`src/verilog/axiRegPkg.sv`:
```
package axiRegPkg;

	// Byte address width of the host register space
	localparam int AddrWidth = 12;

	// Record count in the low bits, overflow in the top bit
	localparam logic [AddrWidth-1:0] StatusOffset = 12'h000;
	localparam int OverflowBit = 31;

	// Enable level and self-clearing log clear
	localparam logic [AddrWidth-1:0] ControlOffset = 12'h004;
	localparam int EnableBit = 0;
	localparam int ClearBit = 1;

	// Record n lives at this base plus four times n
	localparam logic [AddrWidth-1:0] LogWindowOffset = 12'h100;

	// AXI response codes that this slave returns
	typedef enum logic [1:0]
	{
		Okay = 2'b00,
		SlvErr = 2'b10
	} axiResp;

endpackage

```
`src/verilog/i2cLogPkg.sv`:
```
package i2cLogPkg;

	// One log record holds data, acknowledge level and start flag
	localparam int RecordWidth = 10;

	// Data byte sits in the low bits of a record
	localparam int DataWidth = 8;

	// Acknowledge level as sampled on the ninth clock, zero means acknowledged
	localparam int AckBit = 8;

	// Set on the first byte after a START or repeated START
	localparam int StartFlagBit = 9;

	// Eight data bits and the acknowledge bit make one frame on the bus
	localparam int FrameBits = 9;

	// Capture sequencing of the logger
	typedef enum logic [1:0]
	{
		Disabled,
		WaitStart,
		Receive,
		Full
	} logState;

endpackage

```
`src/verilog/axiLiteSlave.sv`:
```
`timescale 1ns/10ps

module axiLiteSlave
#(
	parameter int LogDepth = 64
)
(
	input  logic Clk,
	input  logic Rst,
	input  logic [axiRegPkg::AddrWidth-1:0] awAddr,
	input  logic awValid,
	output logic awReady,
	input  logic [31:0] wData,
	input  logic [3:0] wStrb,
	input  logic wValid,
	output logic wReady,
	output logic [1:0] bResp,
	output logic bValid,
	input  logic bReady,
	input  logic [axiRegPkg::AddrWidth-1:0] arAddr,
	input  logic arValid,
	output logic arReady,
	output logic [31:0] rData,
	output logic [1:0] rResp,
	output logic rValid,
	input  logic rReady,
	output logic [$clog2(LogDepth)-1:0] memReadAddr,
	input  logic [i2cLogPkg::RecordWidth-1:0] memReadData,
	input  logic [$clog2(LogDepth):0] recordCount,
	input  logic overflow,
	output logic logEnable,
	output logic logClear
);

	localparam int IndexWidth = $clog2(LogDepth);
	localparam int CountWidth = IndexWidth + 1;

	// Address and data channels are accepted together by one ready flop
	logic writeReady;
	logic writeFire;
	logic readFire;
	logic readPending;
	// Stage 0 waits for the memory, stage 1 loads rData
	logic [1:0] readStage;
	logic [axiRegPkg::AddrWidth-1:0] readAddr;
	logic [axiRegPkg::AddrWidth-1:0] arWindowOffset;
	logic [axiRegPkg::AddrWidth-1:0] readWindowOffset;
	logic [31:0] statusWord;
	logic [31:0] controlWord;
	logic [31:0] readWord;
	logic [1:0] readResp;
	logic [1:0] writeResp;

	assign awReady = writeReady;
	assign wReady = writeReady;
	assign writeFire = awValid & wValid & writeReady;
	assign readFire = arValid & arReady;

	assign arWindowOffset = arAddr - axiRegPkg::LogWindowOffset;
	assign readWindowOffset = readAddr - axiRegPkg::LogWindowOffset;

	always_comb
	begin
		statusWord = '0;
		statusWord[CountWidth-1:0] = recordCount;
		statusWord[axiRegPkg::OverflowBit] = overflow;
		controlWord = '0;
		controlWord[axiRegPkg::EnableBit] = logEnable;
	end

	// Decode of the latched read address, the window covers LogDepth words
	always_comb
	begin
		readWord = '0;
		readResp = axiRegPkg::Okay;
		if (readAddr == axiRegPkg::StatusOffset)
			readWord = statusWord;
		else if (readAddr == axiRegPkg::ControlOffset)
			readWord = controlWord;
		else if ((readAddr >= axiRegPkg::LogWindowOffset) &&
			(readWindowOffset < axiRegPkg::AddrWidth'(4 * LogDepth)))
			// Words above recordCount still return whatever the memory holds
			readWord = 32'(memReadData);
		else
			readResp = axiRegPkg::SlvErr;
	end

	// Status takes writes without effect, anything else outside control errors
	assign writeResp = ((awAddr == axiRegPkg::StatusOffset) ||
		(awAddr == axiRegPkg::ControlOffset)) ? axiRegPkg::Okay : axiRegPkg::SlvErr;

	always_ff @(posedge Clk or posedge Rst)
	begin
		if (Rst)
		begin
			writeReady <= 1'b0;
			bValid <= 1'b0;
			logEnable <= 1'b0;
			logClear <= 1'b0;
			arReady <= 1'b0;
			rValid <= 1'b0;
			readPending <= 1'b0;
			readStage <= '0;
		end
		else
		begin
			// Ready pulses for one cycle and waits until the response is taken
			writeReady <= awValid & wValid & ~writeReady & ~bValid;
			logClear <= 1'b0;
			if (writeFire)
			begin
				bValid <= 1'b1;
				if ((awAddr == axiRegPkg::ControlOffset) && wStrb[0])
				begin
					logEnable <= wData[axiRegPkg::EnableBit];
					logClear <= wData[axiRegPkg::ClearBit];
				end
			end
			else if (bValid & bReady)
			begin
				bValid <= 1'b0;
			end
			// Only one read is in flight, the next waits for the R handshake
			arReady <= arValid & ~readPending & ~arReady;
			readStage <= {readStage[0], readFire};
			if (readFire)
				readPending <= 1'b1;
			if (readStage[1])
			begin
				rValid <= 1'b1;
			end
			else if (rValid & rReady)
			begin
				rValid <= 1'b0;
				readPending <= 1'b0;
			end
		end
	end

	// Payload registers, rData holds steady while the host stalls RREADY
	always_ff @(posedge Clk)
	begin
		if (writeFire)
			bResp <= writeResp;
		if (readFire)
		begin
			readAddr <= arAddr;
			memReadAddr <= arWindowOffset[2 +: IndexWidth];
		end
		if (readStage[1])
		begin
			rData <= readWord;
			rResp <= readResp;
		end
	end

endmodule

```
`src/verilog/busConditionDetect.sv`:
```
`timescale 1ns/10ps

module busConditionDetect
(
	input  logic Clk,
	input  logic Rst,
	input  logic scl,
	input  logic sda,
	output logic sdaSync,
	output logic sclRise,
	output logic startSeen,
	output logic stopSeen
);

	// Two flop stages per pin bring the bus lines into the Clk domain
	logic [1:0] sclMeta;
	logic [1:0] sdaMeta;

	// Synchronized levels one cycle older, the reference for edge detection
	logic sclPrev;
	logic sdaPrev;

	always_ff @(posedge Clk or posedge Rst)
	begin
		if (Rst)
		begin
			// An idle bus is high on both lines, so no false edge follows reset
			sclMeta <= 2'b11;
			sdaMeta <= 2'b11;
			sclPrev <= 1'b1;
			sdaPrev <= 1'b1;
			sclRise <= 1'b0;
			startSeen <= 1'b0;
			stopSeen <= 1'b0;
		end
		else
		begin
			sclMeta <= {sclMeta[0], scl};
			sdaMeta <= {sdaMeta[0], sda};
			sclPrev <= sclMeta[1];
			sdaPrev <= sdaMeta[1];
			// Rising SCL is the sample point for every data and acknowledge bit
			sclRise <= sclMeta[1] & ~sclPrev;
			// SDA falling while SCL stays high is a START or repeated START
			startSeen <= sclMeta[1] & sclPrev & sdaPrev & ~sdaMeta[1];
			// SDA rising while SCL stays high is a STOP
			stopSeen <= sclMeta[1] & sclPrev & ~sdaPrev & sdaMeta[1];
		end
	end

	// Same age as the registered pulses, so the data bit lines up with sclRise
	assign sdaSync = sdaPrev;

endmodule

```
`src/verilog/byteDeserializer.sv`:
```
`timescale 1ns/10ps

module byteDeserializer
(
	input  logic Clk,
	input  logic Rst,
	input  logic sclRise,
	input  logic sdaSync,
	input  logic frameRestart,
	input  logic captureEnable,
	output logic [i2cLogPkg::FrameBits-1:0] frame,
	output logic frameDone
);

	localparam int CountWidth = $clog2(i2cLogPkg::FrameBits + 1);

	// Bits taken so far in the current frame
	logic [CountWidth-1:0] bitCount;

	// A bit is taken only on an SCL rise while the controller wants traffic
	logic takeBit;

	assign takeBit = sclRise & captureEnable;

	always_ff @(posedge Clk or posedge Rst)
	begin
		if (Rst)
		begin
			bitCount <= '0;
			frameDone <= 1'b0;
		end
		else
		begin
			frameDone <= 1'b0;
			if (frameRestart)
			begin
				// A START realigns the count to the first bit of a new frame
				bitCount <= '0;
			end
			else if (takeBit)
			begin
				if (bitCount == CountWidth'(i2cLogPkg::FrameBits - 1))
				begin
					// Ninth bit is the acknowledge, the frame is complete
					bitCount <= '0;
					frameDone <= 1'b1;
				end
				else
				begin
					bitCount <= bitCount + 1'b1;
				end
			end
		end
	end

	// Bits arrive MSB first, the acknowledge ends up in bit 0
	always_ff @(posedge Clk)
	begin
		if (takeBit)
		begin
			frame <= {frame[i2cLogPkg::FrameBits-2:0], sdaSync};
		end
	end

endmodule

```
`src/verilog/i2cLogTop.sv`:
```
`timescale 1ns/10ps

module i2cLogTop
#(
	parameter int LogDepth = 64
)
(
	input  logic Clk,
	input  logic Rst,
	input  logic scl,
	input  logic sda,
	input  logic [axiRegPkg::AddrWidth-1:0] awAddr,
	input  logic awValid,
	output logic awReady,
	input  logic [31:0] wData,
	input  logic [3:0] wStrb,
	input  logic wValid,
	output logic wReady,
	output logic [1:0] bResp,
	output logic bValid,
	input  logic bReady,
	input  logic [axiRegPkg::AddrWidth-1:0] arAddr,
	input  logic arValid,
	output logic arReady,
	output logic [31:0] rData,
	output logic [1:0] rResp,
	output logic rValid,
	input  logic rReady
);

	// Bus conditions in the Clk domain
	logic sdaSync;
	logic sclRise;
	logic startSeen;
	logic stopSeen;

	// Frame handoff between the shifter and the controller
	logic frameRestart;
	logic captureEnable;
	logic [i2cLogPkg::FrameBits-1:0] frame;
	logic frameDone;

	// Log memory ports
	logic memWrite;
	logic [$clog2(LogDepth)-1:0] memWriteAddr;
	logic [i2cLogPkg::RecordWidth-1:0] memWriteData;
	logic [$clog2(LogDepth)-1:0] memReadAddr;
	logic [i2cLogPkg::RecordWidth-1:0] memReadData;

	// Host control and status
	logic [$clog2(LogDepth):0] recordCount;
	logic overflow;
	logic logEnable;
	logic logClear;

	busConditionDetect i_busConditionDetect
	(
		.Clk(Clk), .Rst(Rst), .scl(scl), .sda(sda),
		.sdaSync(sdaSync), .sclRise(sclRise),
		.startSeen(startSeen), .stopSeen(stopSeen)
	);

	byteDeserializer i_byteDeserializer
	(
		.Clk(Clk), .Rst(Rst), .sclRise(sclRise), .sdaSync(sdaSync),
		.frameRestart(frameRestart), .captureEnable(captureEnable),
		.frame(frame), .frameDone(frameDone)
	);

	logCtrl #(.LogDepth(LogDepth)) i_logCtrl
	(
		.Clk(Clk), .Rst(Rst), .startSeen(startSeen), .stopSeen(stopSeen),
		.frameDone(frameDone), .frame(frame),
		.logEnable(logEnable), .logClear(logClear),
		.frameRestart(frameRestart), .captureEnable(captureEnable),
		.memWrite(memWrite), .memWriteAddr(memWriteAddr), .memWriteData(memWriteData),
		.recordCount(recordCount), .overflow(overflow)
	);

	logMemory #(.LogDepth(LogDepth)) i_logMemory
	(
		.Clk(Clk), .memWrite(memWrite), .memWriteAddr(memWriteAddr),
		.memWriteData(memWriteData), .memReadAddr(memReadAddr),
		.memReadData(memReadData)
	);

	axiLiteSlave #(.LogDepth(LogDepth)) i_axiLiteSlave
	(
		.Clk(Clk), .Rst(Rst),
		.awAddr(awAddr), .awValid(awValid), .awReady(awReady),
		.wData(wData), .wStrb(wStrb), .wValid(wValid), .wReady(wReady),
		.bResp(bResp), .bValid(bValid), .bReady(bReady),
		.arAddr(arAddr), .arValid(arValid), .arReady(arReady),
		.rData(rData), .rResp(rResp), .rValid(rValid), .rReady(rReady),
		.memReadAddr(memReadAddr), .memReadData(memReadData),
		.recordCount(recordCount), .overflow(overflow),
		.logEnable(logEnable), .logClear(logClear)
	);

endmodule

```
`src/verilog/logCtrl.sv`:
```
`timescale 1ns/10ps

module logCtrl
#(
	parameter int LogDepth = 64
)
(
	input  logic Clk,
	input  logic Rst,
	input  logic startSeen,
	input  logic stopSeen,
	input  logic frameDone,
	input  logic [i2cLogPkg::FrameBits-1:0] frame,
	input  logic logEnable,
	input  logic logClear,
	output logic frameRestart,
	output logic captureEnable,
	output logic memWrite,
	output logic [$clog2(LogDepth)-1:0] memWriteAddr,
	output logic [i2cLogPkg::RecordWidth-1:0] memWriteData,
	output logic [$clog2(LogDepth):0] recordCount,
	output logic overflow
);

	localparam int CountWidth = $clog2(LogDepth) + 1;

	i2cLogPkg::logState state;

	// Marks that the next completed frame directly follows a START
	logic firstFrame;

	// Record assembled from the frame that has just completed
	logic [i2cLogPkg::RecordWidth-1:0] record;

	always_comb
	begin
		record = '0;
		record[i2cLogPkg::DataWidth-1:0] = frame[i2cLogPkg::FrameBits-1:1];
		record[i2cLogPkg::AckBit] = frame[0];
		record[i2cLogPkg::StartFlagBit] = firstFrame;
	end

	// Frames keep counting in Full so that further traffic can flag overflow
	assign captureEnable = (state == i2cLogPkg::Receive) || (state == i2cLogPkg::Full);

	always_ff @(posedge Clk or posedge Rst)
	begin
		if (Rst)
		begin
			state <= i2cLogPkg::Disabled;
			recordCount <= '0;
			overflow <= 1'b0;
			memWrite <= 1'b0;
			frameRestart <= 1'b0;
			firstFrame <= 1'b0;
		end
		else
		begin
			memWrite <= 1'b0;
			frameRestart <= startSeen;
			if (startSeen)
			begin
				firstFrame <= 1'b1;
			end
			if (logClear)
			begin
				// Clear beats a record write landing on the same edge
				recordCount <= '0;
				overflow <= 1'b0;
				state <= logEnable ? i2cLogPkg::WaitStart : i2cLogPkg::Disabled;
			end
			else if (!logEnable)
			begin
				state <= i2cLogPkg::Disabled;
			end
			else
			begin
				case (state)
					i2cLogPkg::Disabled:
					begin
						// Re-enabling a full log must not write past its end
						if (recordCount == CountWidth'(LogDepth))
							state <= i2cLogPkg::Full;
						else
							state <= i2cLogPkg::WaitStart;
					end
					i2cLogPkg::WaitStart:
					begin
						if (startSeen)
							state <= i2cLogPkg::Receive;
					end
					i2cLogPkg::Receive:
					begin
						if (stopSeen)
						begin
							state <= i2cLogPkg::WaitStart;
						end
						else if (frameDone)
						begin
							memWrite <= 1'b1;
							recordCount <= recordCount + 1'b1;
							firstFrame <= 1'b0;
							if (recordCount == CountWidth'(LogDepth - 1))
								state <= i2cLogPkg::Full;
						end
					end
					i2cLogPkg::Full:
					begin
						// Earliest traffic is kept, later frames only raise the flag
						if (frameDone)
							overflow <= 1'b1;
					end
					default:
					begin
						state <= i2cLogPkg::Disabled;
					end
				endcase
			end
		end
	end

	// Address and data are sampled with every frame, memWrite decides the store
	always_ff @(posedge Clk)
	begin
		if (frameDone)
		begin
			memWriteAddr <= recordCount[CountWidth-2:0];
			memWriteData <= record;
		end
	end

endmodule

```
`src/verilog/logMemory.sv`:
```
`timescale 1ns/10ps

module logMemory
#(
	parameter int LogDepth = 64
)
(
	input  logic Clk,
	input  logic memWrite,
	input  logic [$clog2(LogDepth)-1:0] memWriteAddr,
	input  logic [i2cLogPkg::RecordWidth-1:0] memWriteData,
	input  logic [$clog2(LogDepth)-1:0] memReadAddr,
	output logic [i2cLogPkg::RecordWidth-1:0] memReadData
);

	// Record array, maps onto one block RAM with a registered output
	logic [i2cLogPkg::RecordWidth-1:0] records [LogDepth];

	// Records are written in order by the controller
	always_ff @(posedge Clk)
	begin
		if (memWrite)
		begin
			records[memWriteAddr] <= memWriteData;
		end
	end

	// The host sees the word one cycle after presenting the address
	always_ff @(posedge Clk)
	begin
		memReadData <= records[memReadAddr];
	end

endmodule
```
`config.mk`:
```
export PLATFORM = sky130hd
export DESIGN_NAME = i2cLogTop
export DESIGN_NICKNAME = d
export VERILOG_FILES = /design/src/verilog/axiRegPkg.sv /design/src/verilog/i2cLogPkg.sv /design/src/verilog/axiLiteSlave.sv /design/src/verilog/busConditionDetect.sv /design/src/verilog/byteDeserializer.sv /design/src/verilog/i2cLogTop.sv /design/src/verilog/logCtrl.sv /design/src/verilog/logMemory.sv
export SDC_FILE = /design/constraint.sdc
export NUM_CORES = 1
export LEC_CHECK = 0
export BUFFER_PORTS_ARGS = -buffer_cell sky130_fd_sc_hd__buf_2
export CAP_MARGIN = 0
export CORE_ASPECT_RATIO = 1.4
export CORE_MARGIN = 4
export CORE_UTILIZATION = 40
export CTS_CLUSTER_DIAMETER = 40
export DETAILED_ROUTE_END_ITERATION = 12
export PLACE_DENSITY = 0.61
export SKIP_CTS_REPAIR_TIMING = 1
export SLEW_MARGIN = 15
export SYNTH_ARGS = -nofsm -noshare
export SYNTH_HDL_FRONTEND = slang
export SYNTH_SLANG_ARGS = --single-unit
```
`constraint.sdc`:
```
create_clock -name Clk -period 4.8 [get_ports Clk]
set_input_delay 0 -clock Clk [delete_from_list [all_inputs] [get_ports Clk]]
set_output_delay 0 -clock Clk [all_outputs]
set_load 0.05 [all_outputs]
```
Word level (Yosys, flattened, before mapping) --
Memories as Yosys holds them, arrays and structs flattened. A register that Yosys moved wholly into a read port is not among the register bits. Index checks and enable logic that the tools add are counted.
Cells by class: add/sub/neg operators 4, order comparisons 2, equality and inequality tests 13, multiplexer cells 51, bitwise logic cells 24, reductions and logical operators 20
Operators with widths (count):
- $mux 32 | 2
- $mux 7 | 5
- $mux 1 | 30
- $eq 12x3->1 const B | 2
- $logic_not 12->1 | 2
- $mux 2 | 9
- $and 1x1->1 | 16
- $ne 5x5->1 const B | 3
- $reduce_bool 2->1 | 7
- $ge 12x9->1 const B | 1
- $lt 12x9->1 const B | 1
- $mux 4 | 3
- $sub 12x9->12 const B | 1
- $mux 10 | 1
- $not 1->1 | 8
- $reduce_and 4->1 | 2
- $sub 8x1->8 const B | 1
- $add 7x1->7 const B | 1
- $eq 7x6->1 const B | 1
- $eq 7x7->1 const B | 1
- $pmux 2 s3 | 1
- $add 4x1->4 const B | 1
- $eq 2x2->1 const B | 2
- $eq 4x4->1 const B | 1
- other kinds (10) | 12
Word-level totals: register bits after elaboration 115, bits in writable memories 640, word-level logic and storage cells 148, memories kept 1
Memories:
- i_logMemory.records | words 64, width 10, read ports 1, clocked after Yosys merged registers in 1, write ports 1, line logMemory.sv:17 | logic [i2cLogPkg::RecordWidth-1:0] records [LogDepth];

Longest topological paths before layout --
word-level depth 7, mapped depth 10

Cells and area by module --
A second synthesis with hierarchy kept.
Unflattened totals: cell total of the unflattened synthesis 1369, area, all modules 28633.7 um^2
Modules (own cells, without submodules):
- logMemory | instances 1, cells each 1118, area an instance 25101.6 um^2, sequential area each 19418.6 um^2
- axiLiteSlave | instances 1, cells each 111, area an instance 1510.2 um^2, sequential area each 975.9 um^2
- logCtrl | instances 1, cells each 88, area an instance 1219.9 um^2, sequential area each 805.8 um^2
- byteDeserializer | instances 1, cells each 39, area an instance 538.0 um^2, sequential area each 395.4 um^2
- busConditionDetect | instances 1, cells each 13, area an instance 264.0 um^2, sequential area each 232.7 um^2

Least setup slack after synthesis --
OpenSTA, ideal clock, no wires.
path kind register to register, start point register i_logCtrl.memWrite, end point memory i_logMemory.records[42][0] (netlist bit) (enable), library setup time 390 ps, data arrival time 1671 ps, data required time 4410 ps, path slack 2739 ps, cell stages (with the launch flop) 4, buffers on the path 1, cell sequence dfrtp_1 -> clkbuf_1 -> nand4b_1 -> nor3_1
Between the ends: word-level cells in the longest chain between the ends 2
Ends and longest elaborated chain:
- start, declared | line logCtrl.sv:18 | output logic memWrite,
- start signal, assigned | line logCtrl.sv:53 | memWrite <= 1'b0;
- start signal, assigned | line logCtrl.sv:59 | memWrite <= 1'b0;
- start signal, assigned | line logCtrl.sv:100 | memWrite <= 1'b1;
- $mux 1 | line logMemory.sv:22 | if (memWrite)
- $mux 1 (not written as such) | line logMemory.sv:24 | records[memWriteAddr] <= memWriteData;
- end, declared | line logMemory.sv:17
No other way between the ends.

==> impl_metrics.tcl <==
set metrics [dict create \
    antenna_found_initial 0 \
    ys.warnings.count 0 \
    place_congestion 0.8746 \
    synth_area_leaders "edfxtp_1 72%, mux4_2 11%, dfrtp_1 2.6%" \
    setup_viol 0 \
    r2r_setup_slack_ns 1.81 \
    finalCritPeriodShare 0.6229 \
    drt-total-wl_um 65470 \
    report.final.slew_viol_count 0 \
    clock_power_share 0.394 \
    crit_fanout 66 \
    drive_above_1_share 0.2365 \
    vdd_drop_max_uv 307.3 \
    cp-start-kind "flop" \
    slowest_stage "edfxtp_1" \
    crit_path_max_incr_delay_ns 0.67 \
    antenna_left 0 \
    p_seq_frac 0.532 \
    synth_seq_cells 736 \
    critPathKind "reg -> reg" \
    whs_path_depth 2 \
    min_from "scl" \
    wl_per_cell_um 25.70 \
    outcome "finished clean" \
    start_util 0.4050 \
    clock_latency_ns 0.59 \
    synth.distinct_cells 58 \
    dr.pass1.iters 5 \
    maxCapViolCount 0 \
    core_area_mm2 0.07065 \
    rr_endpoint "i_logMemory.memReadData[7]$_DFF_P_" \
    seq_area_frac_synth 0.7630 \
    cp_cell_sequence "buf_12, mux4_2, mux4_2, a21oi_1, a21oi_1" \
    layout_common_cells "690 x edfxtp_1, 144 x mux4_2, 83 x nor2_1" \
    power_frac_comb 0.074 \
    end_kind "flop" \
    place_inst 2397 \
    instances_no_fill 2547 \
    die_h_um 324.4 \
    hpwl_um 40300 \
    grt_pass1_vias 14220 \
    layout_commonest_cell "edfxtp_1" \
    viasPerCell 5.515 \
    area_growth_pct 13.15 \
    rr_startpoint "i_axiLiteSlave.readAddr[2]$_DFFE_PP_" \
    intPower_mw 10.41 \
    cp.arrival_ns 3.45 \
    skew_ns 0.01842 \
    leakagePower_nw 10.52 \
    route.vias.total 14050 \
    synth_cells 1431 \
    initialDrtViolationCount 1165 \
    tightest_slew_ns 1.209 \
    antenna_cells 0 \
    maxSlewHeadroom 0.1912 \
    rsz0062_at_grt "false" \
    cts_tree "built" \
    netSwitchingFraction 0.2200 \
    design.die.area_mm2 0.07593 \
    min_period_ns 2.990 \
    synth_top_area_frac 0.7242 \
    final_core_util 0.4582 \
    clkSinkCount 736 \
    async_flop_share 0.04891 \
    grt_pass1_wl_um 95830 \
    grt_overflow 0 \
    path_clk_slew_ns 0.07 \
    rows 115 \
    cts_buffer_depth 3 \
    p_sw_mw 2.936 \
    worstHoldPathType "in -> reg" \
    reg2regPathDepth 5 \
    crit_start "i_axiLiteSlave.readAddr[2]$_DFFE_PP_" \
    die_w_um 234.0 \
    nets 1640 \
    cts_made_buffers 69 \
    synth_edf_count 690 \
    netlist_area_mm2 0.02861 \
    synth_flop_cell "edfxtp_1" \
    p_per_area_mw_per_mm2 412.2 \
    num_io_pins 110 \
    io_buffers 53 \
    grt_max_degree 107 \
    timing.fmax_ghz 0.3344 \
    htreeDepth 3 \
    clock-root-buffer "clkbuf_16" \
    holdPathEnd "i_busConditionDetect.sclMeta[0]$_DFF_PP1_" \
    synth_top_area_cell "edfxtp_1" \
    hold_viol 0 \
    synth.avg_cell_area_um2 19.99 \
    drc_errors 0 \
    fin_tns_setup_ns 0 \
    crit_required_ns 5.26 \
    grt_usage 0.1711 \
]
## cells by family (layout without fill, tap and decap cells)
family,count (synthesis),after routing,synth area share
xor+xnor,6,6,0.001837
mux,214,214,0.1387
compound gates,130,130,0.03018
flops,736,736,0.7630
other cells,1,23,0.0001311
simple gates,228,228,0.03840
buf+inv,108,266,0.02427
fa+ha+maj,8,8,0.003499
## power groups by stage
stage	logic [mW]	registers [mW]	clock network, mW
6_report	0.982	7.10	5.26
5_1_grt	1.05	7.10	5.63
4_1_cts	0.975	7.10	5.36
3_5_place_dp	0.971	7.23	0
3_3_place_gp	0.957	7.23	0
2_1_floorplan	0.683	7.24	0
## through the flow
step / setup slack, ns / hold slack (ns) / cell area [um^2] / power [mW]
after floorplan: 2.739 / 0.004478 / 28690 / 7.927
after global placement: 1.804 / 0.1211 / 29870 / 8.183
after detailed placement: 1.795 / 0.1329 / 29890 / 8.201
after CTS: 1.779 / -0.4909 / 32040 / 13.43
after global routing: 1.618 / 0.07524 / 32370 / 13.78
final: 1.810 / 0.08467 / 32370 / 13.34
## metal layers
| metal | wire length [um] | track usage |
|---|---|---|
| met1 | 25100 | 0.2189 |
| met4 | 2349 | 0.06164 |
| met5 | 0 | 0 |
| met2 | 34340 | 0.2964 |
| met3 | 3675 | 0.02533 |
## worst max-delay path: cells and delay by family, from the launching register on
family	cells	cell delay, ns
buffers and inverters	1	0.48
multiplexers	2	1.10
AO/OA/AOI/OAI	2	0.49
flip-flops	1	0.67
## final cells by class
type | instances | area [um^2]
multi-input cells | 609 | 6197
clock buffers | 91 | 1859
fillers | 5830 | 38280
well taps | 936 | 1171
inverters | 16 | 60.06
repair buffers | 131 | 970.9
flip-flops and latches | 736 | 21830
clock inverters | 28 | 285.3
## registers in the layout (all words and copies together), names as in the netlist, 4 cells and up
signal	count
i_byteDeserializer.frame	9
i_logMemory.memReadData	10
i_axiLiteSlave.rData	11
i_logCtrl.memWriteAddr	6
i_logCtrl.memWriteData	10
i_axiLiteSlave.readAddr	12
i_logMemory.records	640
i_logCtrl.recordCount	7
i_byteDeserializer.bitCount	4
## Yosys cell counts, types with 4 or more instances
| library cell | n |
|---|---|
| edfxtp_1 | 690 |
| mux4_2 | 144 |
| nor2_1 | 94 |
| mux2i_1 | 50 |
| a21oi_1 | 37 |
| nand2_1 | 35 |
| clkbuf_1 | 31 |
| dfrtp_1 | 30 |
| buf_4 | 29 |
| a22oi_1 | 20 |
| nor2b_1 | 19 |
| mux2_2 | 17 |
| inv_1 | 16 |
| nand3_1 | 16 |
| o22ai_1 | 15 |
| o21ai_0 | 14 |
| buf_2 | 12 |
| nor3_1 | 12 |
| buf_6 | 11 |
| and2_1 | 10 |
| dfxtp_1 | 10 |
| a2111oi_0 | 8 |
| ha_1 | 8 |
| nand2b_1 | 8 |
| a22o_1 | 7 |
| a221oi_1 | 6 |
| dfstp_2 | 6 |
| nor4_1 | 6 |
| and3_1 | 5 |
| nand4_1 | 5 |
| o21ai_1 | 4 |
## worst max path at each step
stage | endpoint | slack [ns]
5_1_grt | i_logMemory.memReadData[4]$_DFF_P_ | 1.62
3_3_place_gp | i_logMemory.memReadData[1]$_DFF_P_ | 1.80
4_1_cts | i_logMemory.memReadData[1]$_DFF_P_ | 1.78
2_1_floorplan | i_logMemory.records[42][0]$_DFFE_PP_ | 2.74
6_report | i_logMemory.memReadData[7]$_DFF_P_ | 1.81
3_5_place_dp | i_logMemory.memReadData[1]$_DFF_P_ | 1.79
No activity file was read; power rests on OpenSTA's default activity.
